## config.mk

```make
export PLATFORM = sky130hd
export DESIGN_NAME = accCore
export DESIGN_NICKNAME = d
export VERILOG_FILES = /design/src/source/accCorePkg.sv /design/src/source/alu.sv /design/src/source/instrDecoder.sv /design/src/source/decodeStage.sv /design/src/source/executeStage.sv /design/src/source/accCore.sv
export VERILOG_INCLUDE_DIRS = /design/src /design/src/source
export SDC_FILE = /design/constraint.sdc
export NUM_CORES = 1
export LEC_CHECK = 0
export ABC_AREA = 1
export BUFFER_PORTS_ARGS = -buffer_cell sky130_fd_sc_hd__buf_2
export CORE_UTILIZATION = 30
export CTS_CLUSTER_DIAMETER = 60
export DETAILED_ROUTE_END_ITERATION = 12
export PLACE_DENSITY_LB_ADDON = 0.2
export SYNTH_ARGS = -nofsm -noshare
export SYNTH_HDL_FRONTEND = slang
export SYNTH_HIERARCHICAL = 1
export SYNTH_SLANG_ARGS = --single-unit
```

## constraint.sdc

```tcl
create_clock -name clk -period 3.4 [get_ports clk]
set_clock_uncertainty 0.1 [all_clocks]
set_input_delay 0.68 -clock clk [delete_from_list [all_inputs] [get_ports clk]]
set_output_delay 0.68 -clock clk [all_outputs]
set_load 0.02 [all_outputs]
```

## src/source/accCoreSettings.svh

```systemverilog
`ifndef ACC_CORE_SETTINGS_SVH
`define ACC_CORE_SETTINGS_SVH

// ------------------------------------------------------------
// datapath widths
// ------------------------------------------------------------

// accumulators, alu and instruction constant
`define DATA_W 8

// full instruction word
`define INSTR_W 16

// opcode field sits in the top bits of the word
`define OPCODE_W 6

// info field below the opcode, also the pc and target width
`define INFO_W 10

// relative branch offset, low bits of the info field
`define REL_W 6

`endif

```

## src/source/accCorePkg.sv

```systemverilog
`include "accCoreSettings.svh"

package accCorePkg;

	// ------------------------------------------------------------
	// instruction encoding
	// ------------------------------------------------------------

	// codes not listed here decode as nop
	typedef enum logic [`OPCODE_W-1:0] {
		opNop = 6'h00,
		opLdca = 6'h01,
		opLdcb = 6'h02,
		opAdda = 6'h04,
		opAddb = 6'h05,
		opAddca = 6'h06,
		opAddcb = 6'h07,
		opSuba = 6'h08,
		opSubb = 6'h09,
		opSubca = 6'h0a,
		opSubcb = 6'h0b,
		opAnda = 6'h0c,
		opAndb = 6'h0d,
		opAndca = 6'h0e,
		opAndcb = 6'h0f,
		opOra = 6'h10,
		opOrb = 6'h11,
		opOrca = 6'h12,
		opOrcb = 6'h13,
		opAsla = 6'h14,
		opAsra = 6'h15,
		opJmp = 6'h20,
		opBaeq = 6'h21,
		opBane = 6'h22,
		opBami = 6'h23,
		opBapl = 6'h24,
		opBbeq = 6'h25,
		opBbne = 6'h26,
		opBbmi = 6'h27,
		opBbpl = 6'h28
	} opcode_t;

	// loads, constant forms and relative branches
	typedef struct packed {
		opcode_t opcode;
		logic [`INSTR_W-`OPCODE_W-`DATA_W-1:0] spare;
		logic [`DATA_W-1:0] constant;
	} constView_t;

	// jmp carries a full program address
	typedef struct packed {
		opcode_t opcode;
		logic [`INSTR_W-`OPCODE_W-1:0] address;
	} absView_t;

	// same 16-bit word, read per opcode
	typedef union packed {
		constView_t constView;
		absView_t absView;
	} instrWord_t;

	// ------------------------------------------------------------
	// control and pipeline types
	// ------------------------------------------------------------

	typedef enum logic [1:0] {none, writeA, writeB} accSel_t;

	typedef enum logic [2:0] {
		aluAdd, aluSub, aluAnd, aluOr, aluShiftLeft, aluShiftRight, aluPassConst
	} aluOp_t;

	typedef enum logic [2:0] {condNever, condAlways, condEq, condNe, condMi, condPl} branchCond_t;

	// useRegA: first operand is an accumulator, else the constant
	// testB: that accumulator is B, also the one a branch tests
	// useRegB: second operand is B, else the constant
	typedef struct packed {
		aluOp_t aluOp;
		accSel_t dest;
		logic useRegA;
		logic useRegB;
		logic testB;
		branchCond_t branchCond;
		logic [`DATA_W-1:0] constant;
		logic [`INFO_W-1:0] branchTarget;
	} decodedInstr_t;

	// low valid marks a bubble
	typedef struct packed {
		logic valid;
		decodedInstr_t ctrl;
		logic [`DATA_W-1:0] accA;
		logic [`DATA_W-1:0] accB;
	} idExReg_t;

	// dest none means nothing is written
	typedef struct packed {
		accSel_t dest;
		logic [`DATA_W-1:0] data;
	} writeback_t;

endpackage

```

## src/source/alu.sv

```systemverilog
`timescale 1ns/1ps
`include "accCoreSettings.svh"

module alu
	import accCorePkg::*;
(
	input logic [`DATA_W-1:0] operandA,
	input logic [`DATA_W-1:0] operandB,
	input logic [`DATA_W-1:0] constant,
	input aluOp_t aluOp,
	output logic [`DATA_W-1:0] result,
	output logic zero,
	output logic negative
);

	// ------------------------------------------------------------
	// datapath
	// ------------------------------------------------------------

	always_comb begin
		case (aluOp)
			aluAdd: result = operandA + operandB;
			// first minus second, carry out dropped
			aluSub: result = operandA - operandB;
			aluAnd: result = operandA & operandB;
			aluOr: result = operandA | operandB;
			// zero in at the lsb
			aluShiftLeft: result = {operandA[`DATA_W-2:0], 1'b0};
			// msb filled with zero
			aluShiftRight: result = {1'b0, operandA[`DATA_W-1:1]};
			aluPassConst: result = constant;
			default: result = constant;
		endcase
	end

	// ------------------------------------------------------------
	// condition flags
	// ------------------------------------------------------------

	// flags look at the first operand
	// for a branch that is the tested accumulator
	assign zero = (operandA == '0);
	assign negative = operandA[`DATA_W-1];

endmodule

```

## src/source/instrDecoder.sv

```systemverilog
`timescale 1ns/1ps
`include "accCoreSettings.svh"

module instrDecoder
	import accCorePkg::*;
(
	input instrWord_t instr,
	input logic [`INFO_W-1:0] pc,
	output decodedInstr_t decoded
);

	opcode_t opcode;
	logic [`REL_W-1:0] relOffset;
	logic [`INFO_W-1:0] relTarget;

	// opcode sits in the same bits in both views
	assign opcode = instr.constView.opcode;

	// relative offset is unsigned, wraps at the top of program space
	assign relOffset = instr.constView.constant[`REL_W-1:0];
	assign relTarget = pc + {{(`INFO_W-`REL_W){1'b0}}, relOffset};

	always_comb begin
		// defaults describe a nop
		decoded.aluOp = aluPassConst;
		decoded.dest = none;
		decoded.useRegA = 1'b0;
		decoded.useRegB = 1'b0;
		decoded.testB = 1'b0;
		decoded.branchCond = condNever;
		decoded.constant = instr.constView.constant;
		decoded.branchTarget = relTarget;

		// ------------------------------------------------------------
		// alu operation per opcode family
		// ------------------------------------------------------------
		case (opcode)
			opAdda, opAddb, opAddca, opAddcb: decoded.aluOp = aluAdd;
			opSuba, opSubb, opSubca, opSubcb: decoded.aluOp = aluSub;
			opAnda, opAndb, opAndca, opAndcb: decoded.aluOp = aluAnd;
			opOra, opOrb, opOrca, opOrcb: decoded.aluOp = aluOr;
			opAsla: decoded.aluOp = aluShiftLeft;
			opAsra: decoded.aluOp = aluShiftRight;
			default: decoded.aluOp = aluPassConst;
		endcase

		// ------------------------------------------------------------
		// destination, operand routing and branch condition
		// ------------------------------------------------------------
		case (opcode)
			opLdca: begin
				decoded.dest = writeA;
			end
			opLdcb: begin
				decoded.dest = writeB;
			end
			// A <- A op B
			opAdda, opSuba, opAnda, opOra: begin
				decoded.dest = writeA;
				decoded.useRegA = 1'b1;
				decoded.useRegB = 1'b1;
			end
			// B <- A op B
			opAddb, opSubb, opAndb, opOrb: begin
				decoded.dest = writeB;
				decoded.useRegA = 1'b1;
				decoded.useRegB = 1'b1;
			end
			// A <- A op const, shifts only look at A
			opAddca, opSubca, opAndca, opOrca, opAsla, opAsra: begin
				decoded.dest = writeA;
				decoded.useRegA = 1'b1;
			end
			// B <- B op const, B moves to the first operand
			opAddcb, opSubcb, opAndcb, opOrcb: begin
				decoded.dest = writeB;
				decoded.useRegA = 1'b1;
				decoded.testB = 1'b1;
			end
			// absolute target from the other view
			opJmp: begin
				decoded.branchCond = condAlways;
				decoded.branchTarget = instr.absView.address;
			end
			// conditional branches test A or B
			opBaeq, opBbeq: begin
				decoded.useRegA = 1'b1;
				decoded.testB = (opcode == opBbeq);
				decoded.branchCond = condEq;
			end
			opBane, opBbne: begin
				decoded.useRegA = 1'b1;
				decoded.testB = (opcode == opBbne);
				decoded.branchCond = condNe;
			end
			opBami, opBbmi: begin
				decoded.useRegA = 1'b1;
				decoded.testB = (opcode == opBbmi);
				decoded.branchCond = condMi;
			end
			opBapl, opBbpl: begin
				decoded.useRegA = 1'b1;
				decoded.testB = (opcode == opBbpl);
				decoded.branchCond = condPl;
			end
			default: begin
				decoded.dest = none;
			end
		endcase
	end

endmodule

```

## src/source/decodeStage.sv

```systemverilog
`timescale 1ns/1ps
`include "accCoreSettings.svh"

module decodeStage
	import accCorePkg::*;
(
	input logic clk,
	input logic reset,
	input logic instrValid,
	input instrWord_t instr,
	input logic [`INFO_W-1:0] pc,
	input writeback_t wb,
	output idExReg_t idEx,
	output logic [`DATA_W-1:0] accA,
	output logic [`DATA_W-1:0] accB
);

	decodedInstr_t decoded;

	// ------------------------------------------------------------
	// field decode
	// ------------------------------------------------------------

	instrDecoder decoder_i (
		.instr(instr),
		.pc(pc),
		.decoded(decoded)
	);

	// ------------------------------------------------------------
	// accumulator pair
	// ------------------------------------------------------------

	// one accumulator written per cycle at most
	always_ff @(posedge clk) begin
		if (reset) begin
			accA <= '0;
			accB <= '0;
		end else if (wb.dest == writeA) begin
			accA <= wb.data;
		end else if (wb.dest == writeB) begin
			accB <= wb.data;
		end
	end

	// ------------------------------------------------------------
	// ID/EX register
	// ------------------------------------------------------------

	// accumulators read here may miss the write landing this edge
	// execute patches that through its forwarding register
	always_ff @(posedge clk) begin
		idEx.valid <= instrValid;
		idEx.ctrl <= decoded;
		idEx.accA <= accA;
		idEx.accB <= accB;
		// only the strobe matters after reset
		if (reset) begin
			idEx.valid <= 1'b0;
		end
	end

endmodule

```

## src/source/executeStage.sv

```systemverilog
`timescale 1ns/1ps
`include "accCoreSettings.svh"

module executeStage
	import accCorePkg::*;
(
	input logic clk,
	input logic reset,
	input idExReg_t idEx,
	output writeback_t wb,
	output logic branchTaken,
	output logic [`INFO_W-1:0] branchTarget
);

	writeback_t fwdReg;
	logic [`DATA_W-1:0] curA;
	logic [`DATA_W-1:0] curB;
	logic [`DATA_W-1:0] operandA;
	logic [`DATA_W-1:0] operandB;
	logic [`DATA_W-1:0] aluResult;
	logic aluZero;
	logic aluNegative;
	logic condMet;
	logic takeBranch;

	// ------------------------------------------------------------
	// forwarding
	// ------------------------------------------------------------

	// previous instruction wrote at the edge that captured idEx
	// so its result replaces the stale accumulator copy
	assign curA = (fwdReg.dest == writeA) ? fwdReg.data : idEx.accA;
	assign curB = (fwdReg.dest == writeB) ? fwdReg.data : idEx.accB;

	// forwarding first, then the constant select
	assign operandA = idEx.ctrl.useRegA ? (idEx.ctrl.testB ? curB : curA) : idEx.ctrl.constant;
	assign operandB = idEx.ctrl.useRegB ? curB : idEx.ctrl.constant;

	alu alu_i (
		.operandA(operandA),
		.operandB(operandB),
		.constant(idEx.ctrl.constant),
		.aluOp(idEx.ctrl.aluOp),
		.result(aluResult),
		.zero(aluZero),
		.negative(aluNegative)
	);

	// ------------------------------------------------------------
	// writeback and branch
	// ------------------------------------------------------------

	// accumulators load this at the next edge
	assign wb.dest = idEx.valid ? idEx.ctrl.dest : none;
	assign wb.data = aluResult;

	always_comb begin
		case (idEx.ctrl.branchCond)
			condAlways: condMet = 1'b1;
			condEq: condMet = aluZero;
			condNe: condMet = !aluZero;
			condMi: condMet = aluNegative;
			condPl: condMet = !aluNegative;
			default: condMet = 1'b0;
		endcase
	end

	// bubbles never branch
	assign takeBranch = idEx.valid && condMet;

	// last writeback, dest none after a bubble or branch
	always_ff @(posedge clk) begin
		fwdReg <= wb;
		if (reset) begin
			fwdReg.dest <= none;
		end
	end

	// pulse for one cycle, target held until the next taken branch
	always_ff @(posedge clk) begin
		if (reset) begin
			branchTaken <= 1'b0;
			branchTarget <= '0;
		end else begin
			branchTaken <= takeBranch;
			if (takeBranch) begin
				branchTarget <= idEx.ctrl.branchTarget;
			end
		end
	end

endmodule

```

## src/source/accCore.sv

```systemverilog
`timescale 1ns/1ps
`include "accCoreSettings.svh"

module accCore
	import accCorePkg::*;
(
	input logic clk,
	input logic reset,
	input logic instrValid,
	input instrWord_t instr,
	input logic [`INFO_W-1:0] pc,
	output logic [`DATA_W-1:0] accA,
	output logic [`DATA_W-1:0] accB,
	output logic branchTaken,
	output logic [`INFO_W-1:0] branchTarget
);

	// decode to execute
	idExReg_t idEx;

	// execute back to the accumulators
	writeback_t wb;

	decodeStage decode_i (
		.clk(clk),
		.reset(reset),
		.instrValid(instrValid),
		.instr(instr),
		.pc(pc),
		.wb(wb),
		.idEx(idEx),
		.accA(accA),
		.accB(accB)
	);

	executeStage execute_i (
		.clk(clk),
		.reset(reset),
		.idEx(idEx),
		.wb(wb),
		.branchTaken(branchTaken),
		.branchTarget(branchTarget)
	);

endmodule

```

* Word-level counts from Yosys, hierarchy flattened
Memory sizes are Yosys's and may differ from the RTL's. A register that Yosys moved wholly into a read port is not among the register bits.
Cells that the tools add are included.
** Operators by class
- Add/sub/neg operators :: 3
- Equality and inequality tests :: 43
- Multiplexer cells :: 14
- Bitwise logic cells :: 3
- Reductions and logical operators :: 15
** Operator list (count)
- $eq 6x6->1 const B :: 9
- $eq 6x4->1 const B :: 8
- $pmux 8 s6 :: 1
- $mux 8 :: 5
- $eq 6x5->1 const B :: 6
- $reduce_or 26->1 :: 1
- $eq 6x3->1 const B :: 4
- $pmux 3 s5 :: 1
- $eq 3x2->1 const B :: 4
- $eq 3x3->1 const B :: 4
- $reduce_or 11->1 :: 1
- $add 10x6->10 :: 1
- $mux 10 :: 1
- $pmux 1 s5 :: 2
- $reduce_or 9->1 :: 1
- $add 8x8->8 :: 1
- $and 8x8->8 :: 1
- $logic_not 8->1 :: 1
- $or 8x8->8 :: 1
- $reduce_or 2->1 :: 4
- $reduce_or 8->1 :: 1
- $sub 8x8->8 :: 1
- $eq 3x1->1 const B :: 2
- $eq 6x1->1 const B :: 1
- other kinds (12) :: 16
** Word-level totals
- Register bits :: 80
- Memory bits (read-only) :: 96
- Logic and storage cells :: 95
- Memories :: 1
** Memory list
- (name not given) :: words 32, width 3, read ports 1, clocked after Yosys merged registers in 1, write ports 0, line instrDecoder.sv:37 : case (opcode)

* Depth between registers and ports, before layout
Gate-level depths: netlist of the first run.
- Word-level depth :: 8
- Depth in mapped cells :: 25

* Hierarchy
Netlist of the first run, hierarchy kept.
** By module, submodules not included
- decodeStage :: instances 1, cells each 144, area each 1637.8 um^2, seq. area each 1241.2 um^2
- executeStage :: instances 1, cells each 205, area each 1270.0 um^2, seq. area each 420.4 um^2
- instrDecoder :: instances 1, cells each 160, area each 900.9 um^2, seq. area each 0.0 um^2
- alu :: instances 1, cells each 166, area each 898.4 um^2, seq. area each 0.0 um^2

* Worst setup path before layout of the first run
OpenSTA, ideal clock, no wires.
- Path kind :: register to register
- From :: register execute_i/fwdReg[8] (netlist name)
- To :: register decode_i.accB[3]
- Setup time :: 0.113 ns
- Arrival time :: 2.822 ns
- Setup slack :: 0.365 ns
- Stages on the path, launching flop included :: 22
- Path buffers :: 2
- Clock period less this slack :: 3.035 ns
- Path through :: dfxtp_1 buf_6 inv_2 nand2_4 buf_12 o21ai_2 o21ai_0 inv_1 ha_1 inv_1 nand2_1 xor2_1 ha_1 a21oi_1 nand2_1 or2_2 nand3_1 nand3_1 inv_1 nand3_1 nand2_1 nor2_1
** RTL lines
- start: declaration :: line executeStage.sv:15 : writeback_t fwdReg;
- start signal: assignment :: line executeStage.sv:73 : fwdReg <= wb;
- end signal: assignment :: line decodeStage.sv:42 : accB <= wb.data;
- end: declaration :: line decodeStage.sv:15 : output logic [`DATA_W-1:0] accB

==> results.ini, run 1 <==
[outcome]
status = finished, final reports clean

[floorplanning]
initial_utilization_pct = 30.85
coreArea_um2 = 15260
rows = 45
chipHeight_um = 127.3
die_width_um = 127.3
die-area_um2 = 16200
ios = 56

[yosys]
ys_seq_elements = 83
yosys_warnings = 6
syn_area_um2 = 4707
ys_top_cells_by_area = dfxtp_1 (35%), nand2_1 (14%), nand3_1 (8.9%)
yosys-top-cells-count = nand2_1 (176), inv_1 (91), nand3_1 (84), dfxtp_1 (83), nor2_1 (61)
ys_seq_area_share_pct = 35.30
syn-num-nets = 727
ys_types = 43
yosysTopAreaCell = dfxtp_1
synth_edf_count = 0
syn_area_per_cell_um2 = 6.973
yosysMostFrequentCell = nand2_1
syn_inst = 675
synth-main-ff-cell = dfxtp_1
asyncSetResetFlopFracSynth_pct = 0
synth_top_area_share_pct = 35.30

[layout]
n_antenna_cell = 0
instances_no_fill = 942
drive_gt1_share_pct = 17.10
final_util_pct = 36.25
area_growth_syn_to_layout_pct = 17.52
postLayoutCellArea_um2 = 5532
nets = 778
nFillCells = 1628

[power]
p_int_w = 0.001958
power_density_nw_per_um2 = 491.2
switchingPower_w = 0.0007595
power_leakage_nw = 2.735
pwr-share-comb_pct = 19.0
p_clk_share_pct = 41.4
peakVddDrop_v = 0.0002915
sw_frac_of_total_pct = 27.95
p_seq_share_pct = 39.6

[clock_tree]
cts_tree = yes
clkTransAtPathRegs_ns = 0.06
cts_buffers = 9
cts-hold-fix-buffers = 0
root_buffer = clkbuf_16
clock-sinks = 83
insertion_delay_ns = 0.34
cts_buffer_depth = 2
h-tree-depth = 3

[run]
cap_violations = 0

[route]
ant_nets = 0
via_per_inst = 4.667
drtPass1Iterations = 4
drc = 0
vias = 4396
routedWlPerCell_um = 13.07
wirelength_um = 12310
drt_iter0_markers = 202

[timing]
fmax_ghz = 0.3210
setup_viol_count_final = 0
tns_ns = 0
rsz0062_at_grt = false
final_max_slew_viol_count = 0
finalHoldViolations = 0
holdWs_ns = 0.2682
fin_crit_sh_pct = 91.62
min_period_ns = 3.115
maxSlewHeadroom_pct = 55.01
worst_pin_slew_ns = 0.6733

[global_routing]
grt_max_degree = 22
grt_pass1_vias = 4253
antenna_found_initial = 0
grt_use_total_pct = 15.75
grt_pass1_wl_um = 20150
overflow = 0

[setup_path]
worst_setup_path_start_kind = flip-flop
crit_slowest_cell = fa_1
end_kind = flip-flop
cpPeakStageDelay_ns = 0.44
reg2reg_slack_ns = 0.29
worst-path-max-fanout = 9
cp_cell_sequence = inv_2 -> nand2_1 -> nand2_1 -> nand3_1 -> nand3_1 -> nand2_1 -> inv_1 -> ha_1 -> inv_1 -> fa_1 -> nand3_1 -> nand2_1 -> o21ai_0 -> nand3_1 -> inv_1 -> nand3_1 -> nand2_1 -> nor2_1
critPathKind = reg -> reg
required_ns = 3.54
arrival_ns = 3.25

[placement]
gp_congestion = 0.8833
dp_cells = 925
hpwlAfterDp_um = 9891
place_area_um2 = 5110
port_buffers = 55

[worst_hold_path]
hold_path.class = reg -> reg

[power by group through the flow]
stage / logic (W) / clock network, W / registers [W]
finish: 0.000517 / 0.00112 / 0.00108
global placement: 0.000490 / 0 / 0.00110
CTS: 0.000495 / 0.00116 / 0.00108
global route: 0.000586 / 0.00119 / 0.00108
detailed placement: 0.000491 / 0 / 0.00110
floorplan: 0.000358 / 0 / 0.00109
[repair_timing]
action                     CTS  global route
gates resized for setup      0            13
setup endpoints to repair    0             8
setup buffers                0             1
[cell families after synthesis]
| kind of cell | Yosys count | synth area share [%] |
|---|---|---|
| AOI/OAI and AO/OA | 83 | 10.55 |
| buffers and inverters | 121 | 12.01 |
| xor gates and xnor gates | 9 | 1.675 |
| and+or+nand+nor | 355 | 33.81 |
| adders and majority gates | 24 | 6.645 |
| DFF | 83 | 35.30 |
[stage by stage]
step                      power, W  worst slack (ns)
after floorplan           0.001451            0.3650
after global placement    0.001586            0.2428
after detailed placement  0.001589            0.1958
after CTS                 0.002727            0.1762
after global routing      0.002857           0.01401
final                     0.002717            0.2850
[critical path: cells and delay by family (launching register included)]
family	cells	cell delay [ns]
simple gates	11	1.23
buf+inv	4	0.48
fa+ha+maj	2	0.62
compound gates	1	0.24
flops	1	0.35
[layer usage]
layer	GRT usage, %	share of wire [%]	routed length, um
met5	0	0	0
met1	18.79	46	5619
met3	3.518	4.4	541
met4	4.482	1.2	152
met2	28.16	49	5996
[registers in the layout, indices dropped and copies added, names as in the netlist]
signal,count
decode_i/idEx,46
execute_i/branchTaken,1
execute_i/fwdReg,10
decode_i/accB,8
decode_i/accA,8
execute_i/branchTarget,10
[cells in the final DEF, fill, tap and decap left out, types with 2 or more instances in the layout]
cell	count
a21oi_1	26
a21oi_2	4
buf_2	55
buf_4	7
bufinv_16	3
clkbuf_16	9
dfxtp_1	82
fa_1	2
ha_1	17
ha_2	2
ha_4	2
inv_1	91
inv_2	4
inv_4	2
nand2_1	175
nand2_2	2
nand3_1	84
nand3_4	2
nand3b_1	4
nand4_1	8
nor2_1	61
nor2_2	5
nor2_8	2
nor3_1	5
o211ai_1	4
o21ai_0	22
o21ai_1	3
o21ai_2	11
o22ai_1	7
o31ai_2	2
or2_2	3
xnor2_1	4
xor2_1	5
[area by class of cell]
cell class / count / area (um^2) / share of cell area, %
multi-input combinational: 471 / 2542 / 45.96
sequential: 83 / 1663 / 30.06
inverter: 99 / 384.1 / 6.944
timing repair buffer: 62 / 327.8 / 5.926
tap: 211 / 264.0 / 4.773
clock buffer: 10 / 239.0 / 4.320
clock inverter: 6 / 111.4 / 2.013
[final timing paths]
path / cells past startpoint / startpoint / to
worst max-delay path: 18 / execute_i/fwdReg[9]$_SDFF_PP0_ / decode_i/accA[4]$_SDFFE_PP0N_
worst min-delay path: 0 / decode_i/accA[3]$_SDFFE_PP0N_ / decode_i/idEx[11]$_DFF_P_
worst max register to register: 18 / execute_i/fwdReg[9]$_SDFF_PP0_ / decode_i/accA[4]$_SDFFE_PP0N_
worst min register to register: 0 / decode_i/accA[3]$_SDFFE_PP0N_ / decode_i/idEx[11]$_DFF_P_
No activity file was read; power rests on OpenSTA's default activity.
==> run 2: changes to the inputs <==
- CORE_ASPECT_RATIO: unset -> 0.75
==> results.ini, run 2 (synthesis gave the netlist of run 1 again) <==
[setup_path]
required_ns = 3.53  ; was 3.54 ns
critPathKind = reg -> reg  ; unchanged
cpMostUsedCell = nand2_1
end_kind = flip-flop  ; unchanged
cpPeakStageDelay_ns = 0.34  ; was 0.44 ns
cp_cell_sequence = inv_2 -> nand2_8 -> nand2_1 -> o21ai_2 -> o21ai_0 -> buf_4 -> nor2_1 -> nand2_1 -> o31ai_2 -> xor2_1 -> inv_1 -> ha_4 -> nand2_1 -> or2_2 -> nand3_1 -> nand2_1 -> nand3_1 -> nand3_1 -> inv_1 -> nand3_1 -> nand2_1 -> nor2_1  ; was inv_2 -> nand2_1 -> nand2_1 -> nand3_1 -> nand3_1 -> nand2_1 -> inv_1 -> ha_1 -> inv_1 -> fa_1 -> nand3_1 -> nand2_1 -> o21ai_0 -> nand3_1 -> inv_1 -> nand3_1 -> nand2_1 -> nor2_1
reg2reg_slack_ns = 0.24  ; was 0.29 ns
arrival_ns = 3.29  ; was 3.25 ns
worst_setup_path_start_kind = flip-flop  ; unchanged
worst-path-max-fanout = 8  ; was 9
crit_slowest_cell = dfxtp_1  ; was fa_1

[timing]
setup_viol_count_final = 0  ; unchanged
fin_crit_sh_pct = 92.91  ; was 91.62%
holdWs_ns = 0.2621  ; was 0.2682 ns
fmax_ghz = 0.3166  ; was 0.3210 GHz
min_period_ns = 3.159  ; was 3.115 ns
layout_setup_ws_ns = 0.2412  ; was 0.2850 ns
finalHoldViolations = 0  ; unchanged
maxSlewHeadroom_pct = 59.23  ; was 55.01%
final_max_slew_viol_count = 0  ; unchanged
worst_pin_slew_ns = 0.6108  ; was 0.6733 ns

[route]
routedWlPerCell_um = 13.13  ; was 13.07 um
ant_nets = 0  ; unchanged
via_per_inst = 4.667  ; about the same
drtPass1Iterations = 5  ; was 4
drt_iter0_markers = 202  ; unchanged
vias = 4401  ; was 4396
drc = 0  ; unchanged
wirelength_um = 12390  ; was 12310 um

[layout]
area_growth_syn_to_layout_pct = 17.73  ; was 17.52%
nets = 785  ; was 778
drive_gt1_share_pct = 17.62  ; was 17.10%
top_register = decode_i/idEx  ; unchanged
layout_commonest_cell = nand2_1  ; unchanged
final_util_pct = 36.28  ; was 36.25%
layout_common_cells = nand2_1 (175), inv_1 (89), nand3_1 (84), dfxtp_1 (82), nor2_1 (60)  ; was nand2_1 (175), inv_1 (91), nand3_1 (84), dfxtp_1 (82), nor2_1 (61)
largest_reg_flops = 46  ; unchanged
n_antenna_cell = 0  ; unchanged
postLayoutCellArea_um2 = 5542  ; was 5532 um^2
largestRegisters = decode_i/idEx x46, execute_i/branchTarget x10, execute_i/fwdReg x10  ; unchanged

[floorplanning]
ios = 56  ; unchanged
initial_utilization_pct = 30.82  ; was 30.85%
coreArea_um2 = 15270  ; was 15260 um^2
rows = 39  ; was 45
die_width_um = 146.6  ; was 127.3 um
chipHeight_um = 110.5  ; was 127.3 um
die-area_um2 = 16200  ; about the same

[clock_tree]
h-tree-depth = 3  ; unchanged
cts-hold-fix-buffers = 0  ; unchanged
cts_buffers = 9  ; unchanged
cts_buffer_depth = 2  ; unchanged
root_buffer = clkbuf_16  ; unchanged
clock-sinks = 83  ; unchanged
clkTransAtPathRegs_ns = 0.07  ; was 0.06 ns
insertion_delay_ns = 0.33  ; was 0.34 ns
cts_tree = yes  ; unchanged

[power]
total_power_w = 0.002590  ; was 0.002717 W
peakVddDrop_v = 0.0002918  ; was 0.0002915 V
power_leakage_nw = 2.760  ; was 2.735 nW
power_density_nw_per_um2 = 467.4  ; was 491.2 nW/um^2

[global_routing]
grt_pass1_vias = 4159  ; was 4253
grt_use_total_pct = 15.93  ; was 15.75%
top_usage_layer = met2  ; unchanged
met2_usage_pct = 24.55  ; was 28.16%
grtUsageMet3_pct = 3.760  ; was 3.518%
gr-usage-met1_pct = 22.34  ; was 18.79%
overflow = 0  ; unchanged
grt_pass1_wl_um = 20370  ; was 20150 um
antenna_found_initial = 0  ; unchanged
grt_max_degree = 22  ; unchanged

[placement]
place_area_um2 = 5125  ; was 5110 um^2
port_buffers = 55  ; unchanged
pre_cts_ws_ns = 0.07076  ; was 0.1958 ns
hpwlAfterDp_um = 9962  ; was 9891 um
gp_congestion = 0.9111  ; was 0.8833

[run]
cap_violations = 0  ; unchanged

[worst_hold_path]
hold_path.class = reg -> reg  ; unchanged

[outcome]
status = finished, final reports clean  ; unchanged

-- run 2: area by class of cell --
class,instances,area (um^2)
fill,1612,9732
multi-input combinational,471,2520
sequential,83,1663
timing repair buffer,69,405.4
inverter,99,387.9
tap,205,256.5
clock buffer,9,225.2
clock inverter,7,83.83
-- run 2: where the power goes --
part	internal (W)	switching, W
logic	0.000188	0.000332
clock network	0.000582	0.000411
registers	0.00103	0.0000422
total	0.00180	0.000786
-- run 2: path summary, 6_finish.rpt --
| check | to | start | cells past startpoint |
|---|---|---|---|
| worst max-delay path | decode_i/accB[6]$_SDFFE_PP0P_ | execute_i/fwdReg[8]$_SDFF_PP0_ | 22 |
| worst min-delay path | decode_i/idEx[1]$_DFF_P_ | decode_i/accB[1]$_SDFFE_PP0P_ | 0 |
| worst max register to register | decode_i/accB[6]$_SDFFE_PP0P_ | execute_i/fwdReg[8]$_SDFF_PP0_ | 22 |
| worst min register to register | decode_i/idEx[1]$_DFF_P_ | decode_i/accB[1]$_SDFFE_PP0P_ | 0 |
-- run 2: timing repair --
item                                    in CTS  in global routing
resized for setup                            0                 14
setup buffers                                0                  5
endpoints found under the setup margin       0                  8
-- run 2: per-layer routing --
metal  up-vias  share of wire (%)
met4         0               0.54
met2       122                 44
met3         6                5.4
met1      1997                 51
li1       2276                  -
met5         -                  0
-- run 2: critical path, delay by kind of cell (launching register included) --
family	cells	cell delay, ns
DFF	1	0.34
adders and majority gates	1	0.30
xor gates and xnor gates	1	0.17
and+or+nand+nor	13	1.27
buffers and inverters	4	0.42
AOI/OAI and AO/OA	3	0.43
-- run 2: per-stage QoR --
stage               setup TNS [ns]  cells
finish                           0    943
CTS                              0    938
global route             -0.002095    943
global placement                 0    922
floorplan                        0    675
detailed placement               0    922
